### src/source/mips_exec_consts.svh
`ifndef MIPS_EXEC_CONSTS_SVH
`define MIPS_EXEC_CONSTS_SVH

`define MIPS_XLEN 32 // Datapath width

`define OP_SPECIAL 6'h00 // R-type, funct decides
`define OP_REGIMM  6'h01 // Condition in rt field
`define OP_BEQ     6'h04
`define OP_BNE     6'h05
`define OP_BLEZ    6'h06
`define OP_BGTZ    6'h07
`define OP_ADDIU   6'h09
`define OP_SLTI    6'h0a
`define OP_SLTIU   6'h0b
`define OP_ANDI    6'h0c
`define OP_XORI    6'h0e
`define OP_LUI     6'h0f
`define OP_ORI     6'h13 // Team encoding, not the MIPS one
`define OP_LB      6'h20
`define OP_LH      6'h21
`define OP_LW      6'h23
`define OP_LBU     6'h24
`define OP_LHU     6'h25
`define OP_SB      6'h28
`define OP_SH      6'h29
`define OP_SW      6'h2b

`define FN_SLL     6'h00
`define FN_SRL     6'h02
`define FN_SRA     6'h03
`define FN_SLLV    6'h04
`define FN_SRLV    6'h06
`define FN_SRAV    6'h07
`define FN_MFHI    6'h10
`define FN_MFLO    6'h12
`define FN_MULT    6'h18
`define FN_MULTU   6'h19
`define FN_DIV     6'h1a
`define FN_DIVU    6'h1b
`define FN_ADDU    6'h21
`define FN_SUBU    6'h23
`define FN_AND     6'h24
`define FN_OR      6'h25
`define FN_XOR     6'h26
`define FN_SLT     6'h2a
`define FN_SLTU    6'h2b

`define RT_BLTZ    5'h00
`define RT_BGEZ    5'h01
`define RT_BLTZAL  5'h10 // Link write not modelled
`define RT_BGEZAL  5'h11

`endif

### src/source/hilo_if.sv
`timescale 1ns/10ps
`include "mips_exec_consts.svh"

interface hilo_if (
  input logic clk
);

  logic                  wr_en; // Multiply or divide issued
  logic [`MIPS_XLEN-1:0] hi_wr; // Remainder or product high half
  logic [`MIPS_XLEN-1:0] lo_wr; // Quotient or product low half
  logic [`MIPS_XLEN-1:0] hi;
  logic [`MIPS_XLEN-1:0] lo;

  modport alu (
    input  clk, hi, lo,
    output wr_en, hi_wr, lo_wr
  );

  modport regs (
    input  clk, wr_en, hi_wr, lo_wr,
    output hi, lo
  );

endinterface

### src/source/hilo_regs.sv
`timescale 1ns/10ps
`include "mips_exec_consts.svh"

module hilo_regs (
  input logic  clk,
  input logic  rst,
  hilo_if.regs hilo
);

  logic [`MIPS_XLEN-1:0] hi_q; // Remainder or product high
  logic [`MIPS_XLEN-1:0] lo_q; // Quotient or product low

  always_ff @(posedge clk)
  begin
    if (rst)
    begin
      hi_q <= '0;
      lo_q <= '0;
    end
    else if (hilo.wr_en)
    begin
      hi_q <= hilo.hi_wr;
      lo_q <= hilo.lo_wr;
    end
  end

  // Always the current register value
  assign hilo.hi = hi_q;
  assign hilo.lo = lo_q;

endmodule

### src/flat_wrapper.sv
// flat-port wrapper written by rule: the top's interface ports become plain ports
module hilo_regs_flat 
  (clk, rst, hilo_wr_en, hilo_hi_wr, hilo_lo_wr, hilo_hi, hilo_lo);
  hilo_if hilo_i (.clk(clk));
  input logic clk;
  input logic rst;
  input wire logic [$bits(hilo_i.wr_en)-1:0] hilo_wr_en;
  input wire logic [$bits(hilo_i.hi_wr)-1:0] hilo_hi_wr;
  input wire logic [$bits(hilo_i.lo_wr)-1:0] hilo_lo_wr;
  output wire logic [$bits(hilo_i.hi)-1:0] hilo_hi;
  output wire logic [$bits(hilo_i.lo)-1:0] hilo_lo;
  assign hilo_i.wr_en = hilo_wr_en;
  assign hilo_i.hi_wr = hilo_hi_wr;
  assign hilo_i.lo_wr = hilo_lo_wr;
  assign hilo_hi = hilo_i.hi;
  assign hilo_lo = hilo_i.lo;
  hilo_regs u_core (.clk(clk), .rst(rst), .hilo(hilo_i));
endmodule
### config.mk
export PLATFORM = sky130hd
export DESIGN_NAME = hilo_regs_flat
export DESIGN_NICKNAME = d
export VERILOG_FILES = /design/src/source/hilo_if.sv /design/src/source/hilo_regs.sv /design/src/flat_wrapper.sv
export VERILOG_INCLUDE_DIRS = /design/src /design/src/source
export SDC_FILE = /design/constraint.sdc
export NUM_CORES = 1
export LEC_CHECK = 0
export ABC_AREA = 1
export BUFFER_PORTS_ARGS = -buffer_cell sky130_fd_sc_hd__buf_2
export CAP_MARGIN = 10
export CORE_MARGIN = 3
export CORE_UTILIZATION = 46
export DETAILED_ROUTE_END_ITERATION = 8
export PLACE_DENSITY = 0.78
export SYNTH_ARGS = -nofsm -noshare
export SYNTH_HDL_FRONTEND = slang
export SYNTH_SLANG_ARGS = --single-unit
### constraint.sdc
create_clock -name clk -period 0.8 [get_ports clk]
set_input_delay 0.04 -clock clk [delete_from_list [all_inputs] [get_ports clk]]
set_output_delay 0.04 -clock clk [all_outputs]
set_load 0.005 [all_outputs]
# Yosys cells after proc, flatten, opt, wreduce, memory -nomap -nowiden

Cells that the tools add are included.
Widths: inputs -> output; s select.

Div/mod/pow operators: 0
Reductions and logical operators: 0
Multipliers: 0
Equality and inequality tests: 0
Order comparisons: 0
Muxes and demuxes: 0
Add/subtract/negate cells: 0
Shifts and indexed selects: 0
Bitwise operators: 0

ROM bits: 0
Register bits: 64
Memories kept: 0
Word-level logic and storage cells: 2
Input bits: 67
Output and inout port bits: 64
Bits in writable memories: 0
Latch bits: 0

# Depth between registers and ports, before layout

Gate-level depths: netlist (run 1).

Word-level depth: 0
Gate-level depth with buffers: 5
Depth with buffers taken out: 4

# Worst setup path after synthesis (run 1)

Ideal clock, no wire load.

Path type: input to register
Start: input hilo_wr_en
End: register u_core.hi_q[0] (netlist: u_core.hilo.hi[0])
Arrival: 0.454 ns
Path slack: 0.234 ns
Required time: 0.687 ns
Library setup time: 0.113 ns
Stages on the path: 5
Cell sequence: buf_6 buf_4 nand2_1 nand2_1 nor2_1

RTL lines:

| what                 | RTL line          | RTL |
|---|---|---|
| from (decl)          | flat_wrapper.sv:7 | `input wire logic [$bits(hilo_i.wr_en)-1:0] hilo_wr_en;` |
| to (signal assigned) | hilo_regs.sv:22   | `hi_q <= hilo.hi_wr;` |
| to (decl)            | hilo_regs.sv:10   | `` logic [`MIPS_XLEN-1:0] hi_q; `` |

# Final worst setup path (run 1)

Start: register u_core.lo_q[19] (netlist: u_core.hilo.lo[19])
End: output hilo_lo[19]

RTL lines:

| what                   | RTL line           | RTL |
|---|---|---|
| from (decl)            | hilo_regs.sv:11    | `` logic [`MIPS_XLEN-1:0] lo_q; `` |
| from (signal assigned) | hilo_regs.sv:23    | `lo_q <= hilo.lo_wr;` |
| to (decl)              | flat_wrapper.sv:11 | `output wire logic [$bits(hilo_i.lo)-1:0] hilo_lo;` |

No word-level cell between the ends.

==> results of run 1 <==
[metrics by stage]
step	setup TNS [ns]	worst slack, ns	std cells	cell area [um^2]
after floorplan	0	0.234	405	2670
after global placement	0	0.0730	592	3320
after detailed placement	0	0.0480	592	3320
after CTS	-0.683	-0.0210	648	4050
after global routing	-1.54	-0.0443	649	4250
final	-0.0136	-0.00576	649	4250
[power by group through the flow]
stage / Clock (W) / Sequential (W) / Combinational [W]
CTS: 0.00282 / 0.00357 / 0.00121
global placement: 0 / 0.00358 / 0.000983
floorplan: 0 / 0.00361 / 0.000556
detailed placement: 0 / 0.00358 / 0.00101
finish: 0.00276 / 0.00360 / 0.00134
global route: 0.00294 / 0.00362 / 0.00152
[path summary, 6_finish.rpt]
check                                        from                              to  slack, ns  depth (start not counted)
hold reg to reg    u_core.hilo.lo[5]$_SDFFE_PP0P_  u_core.hilo.lo[5]$_SDFFE_PP0P_       0.46                          2
setup reg to reg   u_core.hilo.hi[4]$_SDFFE_PP0P_  u_core.hilo.hi[4]$_SDFFE_PP0P_       0.12                          3
setup / recovery  u_core.hilo.lo[19]$_SDFFE_PP0P_                     hilo_lo[19]     -0.006                          1
hold / removal                      hilo_lo_wr[1]  u_core.hilo.lo[1]$_SDFFE_PP0P_      0.009                          5
[registers in the layout (all words and copies together), names as in the netlist]
name and cells:
u_core.hilo.hi 32, u_core.hilo.lo 32
[logic make-up after synthesis]
group / count (synthesis) / synth area share
buffers and inverters: 85 / 0.159
and+or+nand+nor: 256 / 0.360
DFF: 64 / 0.481
[cell usage after synthesis]
| cell | number | area share |
|---|---|---|
| buf_2 | 6 | 0.011 |
| buf_4 | 2 | 0.0056 |
| buf_6 | 12 | 0.051 |
| dfxtp_1 | 64 | 0.48 |
| inv_1 | 64 | 0.090 |
| inv_2 | 1 | 0.0014 |
| nand2_1 | 128 | 0.18 |
| nor2_1 | 128 | 0.18 |
[cell type report]
cell class                 instances  area, um^2
sequential                        64        1360
fill                             400        1330
tap                               72        90.1
multi-input combinational        256         961
clock inverter                     3        40.0
clock buffer                      13         159
inverter                          65         244
timing repair buffer             176        1390
[layer usage]
metal | global-route usage | part of all wire | wire, um
met4 | 0.0864 | 0.019 | 131
met5 | 0 | 0 | 0
met2 | 0.364 | 0.50 | 3530
met1 | 0.204 | 0.40 | 2800
met3 | 0.0553 | 0.079 | 554
[worst register-to-register path, cell delays in order (launching register included)]
cell,delay [ns]
dfxtp_2,0.33
buf_4,0.12
nor2_1,0.07
nor2_1,0.05
[timing repair]
| action | in CTS | in global routing |
|---|---|---|
| hold endpoints to repair | 38 | 0 |
| setup endpoints to repair | 64 | 64 |
| buffers inserted | 2 | 1 |
| hold buffers | 38 | 0 |
| resized for setup | 72 | 32 |
[layout by cell type (no fill, tap or decap), types with 4 or more instances in the layout]
master and n:
buf_12 4, buf_2 89, buf_4 5, buf_6 40, clkbuf_8 11, dfxtp_2 64
dlygate4sd3_1 38, inv_1 64, nand2_1 128, nor2_1 128
==> results.cfg, run 1 <==
[setup_path]
crit_buf_inv = 1
crit_path_end_kind = output port
crit_fanout = 2
cp_top_family = flip-flops
worstPathCellList = buf_6
cp.arrival_ns = 0.77
worst_setup_path_start_kind = register
path_class = reg -> out
cpPeakStageDelay_ns = 0.33
critPathSlowestCell = dfxtp_2
cp.required_ns = 0.76

[cts]
clkLatencyLatePin_ns = 0.32
clk_pin_slew_ns = 0.07
numCtsBuffers = 9
htreeDepth = 3
clock-sinks = 64
cts.path.max_buffers = 2
cts_tree = yes
cts_root_buf = clkbuf_8

[cells_and_area]
nets = 639
area_growth_pct = 59.4
drive_gt1_frac = 0.376
antenna_cells = 0
final_core_util = 0.762

[route]
drtIter0Drc = 69
final_antenna_net_count = 0
first_pass_iters = 4
wl_um = 7010
drc_errors = 0
wl_per_cell_um = 10.8
viasPerCell = 4.29
via_count = 2785

[yosys]
yosysSeqAreaShare = 0.481
syn_inst = 405
ys_warn_count = 0
netlist_area_um2 = 2670
syn_area_per_cell_um2 = 6.58
ys_types = 8
ys_ff_latch = 64
syn_nets = 472

[status]
status = complete, but fails checks
failed_checks = setup timing

[global_routing]
grt_pass1_vias = 2601
grt_remaining_overflow = 0
grt_pass1_wl_um = 10400
gr-usage-all-layers = 0.196
antenna_found_initial = 0
grt_max_degree = 59

[sta]
worst_pin_slew_ns = 0.227
rsz0062_at_grt = true
postLayoutSetupSlackWorst_ns = -0.00576
slew_violations = 0
hold_viol_final = 0
slew_headroom = 0.849
final.min_clock_period_ns = 0.806
setup_viol = 4
hold_ws_ns = 0.00924
post-route-period-util = 1.01
finClkSkew_ns = 0
fmax_mhz = 1240

[floorplanning]
die_w_um = 82.1
core-area_um2 = 5570
fp.dieArea_um2 = 6750
pin_count = 131
start_util = 0.478
fp-row-count = 27
die_h_um = 82.1

[pwr]
pwr-share-clk = 0.359
p_sw_w = 0.00188
p_total_w = 0.00771
power_density_nw_per_um2 = 1810
p_int_w = 0.00583
ir_drop_uv = 1290
p_leak_nw = 2.43
switching_share = 0.244
power_frac_comb = 0.174
p_seq_frac = 0.467

[run]
drv_cap = 0

[place]
hpwl_um = 3970
gp_congestion = 0.681
port_buffers = 130

[worst_hold_path]
min_path_type = in -> reg
No activity file was read; power rests on OpenSTA's default activity.
==> run 2, diff against run 1 <==
ABC_AREA = not set   (was 1)
CORE_UTILIZATION = 43   (was 46)
PLACE_DENSITY = 0.77   (was 0.78)
==> results.cfg, run 2 <==
[global_routing]
antenna_found_initial = 0
grt_pass1_vias = 2454
grt_pass1_wl_um = 11700
grt_max_degree = 35
gr-usage-all-layers = 0.242
grt_remaining_overflow = 0

[cts]
cts_tree = yes
clk_pin_slew_ns = 0.07
htreeDepth = 3
numCtsBuffers = 9
clkLatencyLatePin_ns = 0.32
cts_root_buf = clkbuf_8
clock-sinks = 64
cts.path.max_buffers = 2

[cells_and_area]
antenna_cells = 0
area_growth_pct = 85.4
fillers = 250
nets = 484
layout_commonest_cell = buf_2
layout.cells.non_filler = 488
drive_gt1_frac = 0.539
final_cell_mix = buf_2, nor2_1, dlygate4sd3_1, dfxtp_2, mux2i_1

[yosys]
syn_area_per_cell_um2 = 11.1
syn_nets = 273
netlist_area_um2 = 2290
ys_types = 7
ys_async_sr_fraction = 0
synth-edff-count = 0
yosysSeqAreaShare = 0.559
yosysTopAreaCellShare = 0.559
ys_warn_count = 0
yosys.area.top_type = dfxtp_1
ys_ff_latch = 64
synth_area_leaders = dfxtp_1, mux2i_1, nor2_1
syn_inst = 206
ys.flop_type = dfxtp_1
yosys-top-cells-count = dfxtp_1, mux2i_1, nor2_1

[floorplanning]
fp.dieArea_um2 = 6240
die_w_um = 79.0
start_util = 0.464
core-area_um2 = 4940
pin_count = 131
fp-row-count = 25
die_h_um = 79.0

[pwr]
ir_drop_uv = 1530
p_total_w = 0.00733
p_leak_nw = 2.14
power_density_nw_per_um2 = 1730

[route]
wl_um = 8320
drc_errors = 0
drtIter0Drc = 92
final_antenna_net_count = 0
viasPerCell = 4.78
first_pass_iters = 4
wl_per_cell_um = 17.0
via_count = 2333

[sta]
timing.setup.tns_ns = -0.249
final.min_clock_period_ns = 0.849
post-route-period-util = 1.06
rsz0062_at_grt = true
hold_viol_final = 0
postLayoutSetupSlackWorst_ns = -0.0493
setup_viol = 28
finClkSkew_ns = 0
worst_pin_slew_ns = 0.203
fmax_mhz = 1180
slew_headroom = 0.861
slew_violations = 0

[status]
status = complete, but fails checks
failed_checks = setup timing

[run]
drv_cap = 0

[setup_path]
worst_setup_path_start_kind = register
path_class = reg -> reg
cp_top_family = flip-flops
worstPathCellList = buf_4 > mux2i_1 > nor2_1
r2r-start = u_core.hilo.hi[10]$_SDFFE_PP0P_
crit_path_end_kind = register
timing.rr.end = u_core.hilo.hi[10]$_SDFFE_PP0P_
r2r_setup_slack_ns = -0.05
cp.required_ns = 1.00
crit_buf_inv = 1
cpPeakStageDelay_ns = 0.34
cp.arrival_ns = 1.05
crit_fanout = 2
ff2ff_path_depth = 3
critPathSlowestCell = dfxtp_2

[worst_hold_path]
hold_depth = 3
min_path_type = in -> reg
worstHoldEndpoint = u_core.hilo.hi[9]$_SDFFE_PP0P_
hold_start = hilo_wr_en

[place]
hpwl_um = 3670
gp_congestion = 0.685
pre_cts_ws_ns = 0.00240
dpl.cell_count = 395
port_buffers = 130
## run 2: changes by cell type in the layout (fill, tap and decap cells not counted), sizes merged
cell	previous run	this run
nand2	128	0
dlygate4sd3	38	64
bufinv	1	0
mux2i	0	64
clkinv	2	0
inv	65	0
clkbuf	13	15
nor2	128	64
buf	138	150
## run 2: cell type report
| cell class | count | area [um^2] | share of cell area |
|---|---|---|---|
| tap | 67 | 83.8 | 0.0197 |
| timing repair buffer | 214 | 1750 | 0.411 |
| multi-input combinational | 128 | 888 | 0.209 |
| clock buffer | 15 | 166 | 0.0392 |
| sequential | 64 | 1360 | 0.320 |
## run 2: worst min-delay path, cell delays in order
cell,delay (ns)
buf_4,0.14
mux2i_1,0.09
nor2_1,0.11
## run 2: logic make-up (layout without fill, tap and decap cells)
| kind of cell | count (synthesis) | after routing | share of synthesized area |
|---|---|---|---|
| mux | 64 | 64 | 0.280 |
| buf+inv | 14 | 229 | 0.0563 |
| flops | 64 | 64 | 0.559 |
| simple gates | 64 | 64 | 0.105 |
## run 2: worst max path at each step
stage / from / to / slack, ns / depth (start not counted)
2_1_floorplan: hilo_wr_en / u_core.hilo.hi[0]$_SDFFE_PP0P_ / 0.11 / 4
3_3_place_gp: hilo_wr_en / u_core.hilo.lo[19]$_SDFFE_PP0P_ / 0.03 / 4
3_5_place_dp: hilo_wr_en / u_core.hilo.lo[10]$_SDFFE_PP0P_ / 0.002 / 4
4_1_cts: u_core.hilo.lo[6]$_SDFFE_PP0P_ / hilo_lo[6] / -0.02 / 1
5_1_grt: u_core.hilo.hi[10]$_SDFFE_PP0P_ / u_core.hilo.hi[10]$_SDFFE_PP0P_ / -0.07 / 3
6_report: u_core.hilo.hi[10]$_SDFFE_PP0P_ / u_core.hilo.hi[10]$_SDFFE_PP0P_ / -0.05 / 3
## run 2: power by group
group	switching [W]	internal [W]	total, W
sequential	0.000134	0.00342	0.00355
clock	0.00114	0.00129	0.00242
combinational	0.000504	0.000850	0.00135
total	0.00177	0.00555	0.00733
## run 2: what timing repair did
action                                 in CTS  in global routing
pin swaps                                   0                  1
buffers inserted                            6                  8
endpoints found under the hold margin      64                  0
hold buffers                               64                  0
resized for setup                          75                 32
setup endpoints to repair                  63                 65
## run 2: layer usage
layer	GRT usage	wire length (um)	vias up
li1	-	-	1100
met1	0.239	3030	1110
met2	0.449	4430	104
met3	0.0794	661	19
met4	0.117	200	0
met5	0	0	-
## run 2: per-stage QoR
stage / util / hold WS [ns] / cell area, um^2
detailed placement: 0.606 / 0.284 / 2990
global placement: 0.606 / 0.271 / 2990
global route: 0.859 / 0.0841 / 4250
floorplan: - / 0.187 / 2290
finish: 0.859 / 0.0950 / 4250
CTS: 0.811 / 0.0541 / 4010
==> run 3, diff against run 2 <==
CORE_UTILIZATION = 46   (was 43)
PLACE_DENSITY = 0.81   (was 0.77)
clock period = 1 ns   (was 0.8 ns; I/O delays follow)
==> results.cfg, run 3 (synthesis results as in run 2) <==
[route]
wl_per_cell_um = 13.8
via_count = 2161
final_antenna_net_count = 0
drtIter0Drc = 63
drc_errors = 0
viasPerCell = 4.58
wl_um = 6510
first_pass_iters = 4

[setup_path]
cp.required_ns = 0.95
crit_fanout = 2
cp_top_family = flip-flops
critPathSlowestCell = dfxtp_1
path_class = reg -> out
cp.depth = 1
ff2ff_path_depth = 2
crit_path_end_kind = output port
crit_buf_inv = 1
cp.arrival_ns = 0.79
worst_setup_path_start_kind = register
cpPeakStageDelay_ns = 0.35
worstPathCellList = buf_2

[cells_and_area]
fillers = 303
nets = 467
final_cell_mix = buf_2, mux2i_1, nor2_1, dfxtp_1, dlygate4sd3_1
area_growth_pct = 65.6
drive_gt1_frac = 0.365
register_area_um2 = 1280
layout_commonest_cell = buf_2
antenna_cells = 0
final_core_util = 0.798
multi_input_area_um2 = 881

[pwr]
ir_drop_uv = 1250
p_leak_nw = 2.00
power_density_nw_per_um2 = 1490

[place]
port_buffers = 130
hpwl_um = 3770
gp_congestion = 0.767

[sta]
worst_pin_slew_ns = 0.272
setup_viol = 0
post-route-period-util = 0.842
finClkSkew_ns = 0
hold_viol_final = 0
fmax_mhz = 1190
slew_headroom = 0.818
rsz0062_at_grt = false
timing.setup.tns_ns = 0
final.min_clock_period_ns = 0.842
slew_violations = 0

[cts]
numCtsBuffers = 9
cts_tree = yes
clkLatencyLatePin_ns = 0.32
postCtsSetupBuffers = 0
clk_pin_slew_ns = 0.07
cts.path.max_buffers = 2
htreeDepth = 3
clock-sinks = 64
cts_root_buf = clkbuf_8

[floorplanning]
die_w_um = 76.6
start_util = 0.482
fp-row-count = 25
fp.dieArea_um2 = 5860
pin_count = 131
die_h_um = 76.6
core-area_um2 = 4750

[global_routing]
gr-usage-all-layers = 0.235
grt_pass1_vias = 2260
grt_remaining_overflow = 0
grt_pass1_wl_um = 10800
grt_max_degree = 65
antenna_found_initial = 0

[worst_hold_path]
hold_depth = 3
min_path_type = in -> reg

[run]
drv_cap = 0

[status]
status = complete, no violations
==> run 3: changes by cell type in the layout (fill, tap and decap cells not counted), sizes merged <==
cell / delta
buf: -16
dlygate4sd3: -1
clkinvlp: +1
clkbuf: -1
clkinv: +1
==> run 3: final timing paths <==
check                                  startpoint                         endpoint  slack, ns
setup / recovery  u_core.hilo.hi[28]$_SDFFE_PP0P_                      hilo_hi[28]       0.16
setup reg to reg  u_core.hilo.lo[14]$_SDFFE_PP0P_  u_core.hilo.lo[14]$_SDFFE_PP0P_       0.35
hold / removal                     hilo_lo_wr[14]  u_core.hilo.lo[14]$_SDFFE_PP0P_       0.02
hold reg to reg   u_core.hilo.lo[20]$_SDFFE_PP0P_  u_core.hilo.lo[20]$_SDFFE_PP0P_       0.49
==> run 3: metrics by stage <==
step | instances | setup slack [ns] | total power (W) | area, um^2 | hold WS (ns)
floorplan | 206 | 0.296 | 0.00318 | 2290 | 0.197
CTS | 472 | 0.148 | 0.00569 | 3790 | 0.0129
finish | 472 | 0.158 | 0.00565 | 3790 | 0.0175
global route | 472 | 0.0990 | 0.00593 | 3790 | 0.0179
global placement | 393 | 0.226 | 0.00348 | 2980 | 0.280
detailed placement | 393 | 0.189 | 0.00350 | 2980 | 0.292
==> run 3: final cells by class <==
type / count / share of cell area
Multi-Input combinational cell: 128 / 0.232
Timing Repair Buffer: 197 / 0.359
Clock inverter: 2 / 0.00330
Tap cell: 67 / 0.0221
Clock buffer: 14 / 0.0455
Sequential cell: 64 / 0.338
==> run 3: what timing repair did <==
action	4_1_cts	5_1_grt
gates resized for setup	0	0
setup endpoints to repair	0	0
hold buffers	63	0
endpoints found under the hold margin	63	0
==> run 3: routing by layer <==
metal  GRT usage  part of all wire  vias to the layer above
li1            -                 -                     1068
met1       0.252              0.39                      994
met2       0.419              0.53                       83
met3      0.0603             0.051                       16
met4       0.127             0.029                        0
met5           0                 0                        -
==> run 3: power breakdown <==
group | total, W | switching, W | internal [W]
Clock | 0.00200 | 0.000895 | 0.00110
Combinational | 0.000878 | 0.000351 | 0.000527
Sequential | 0.00278 | 0.0000755 | 0.00270
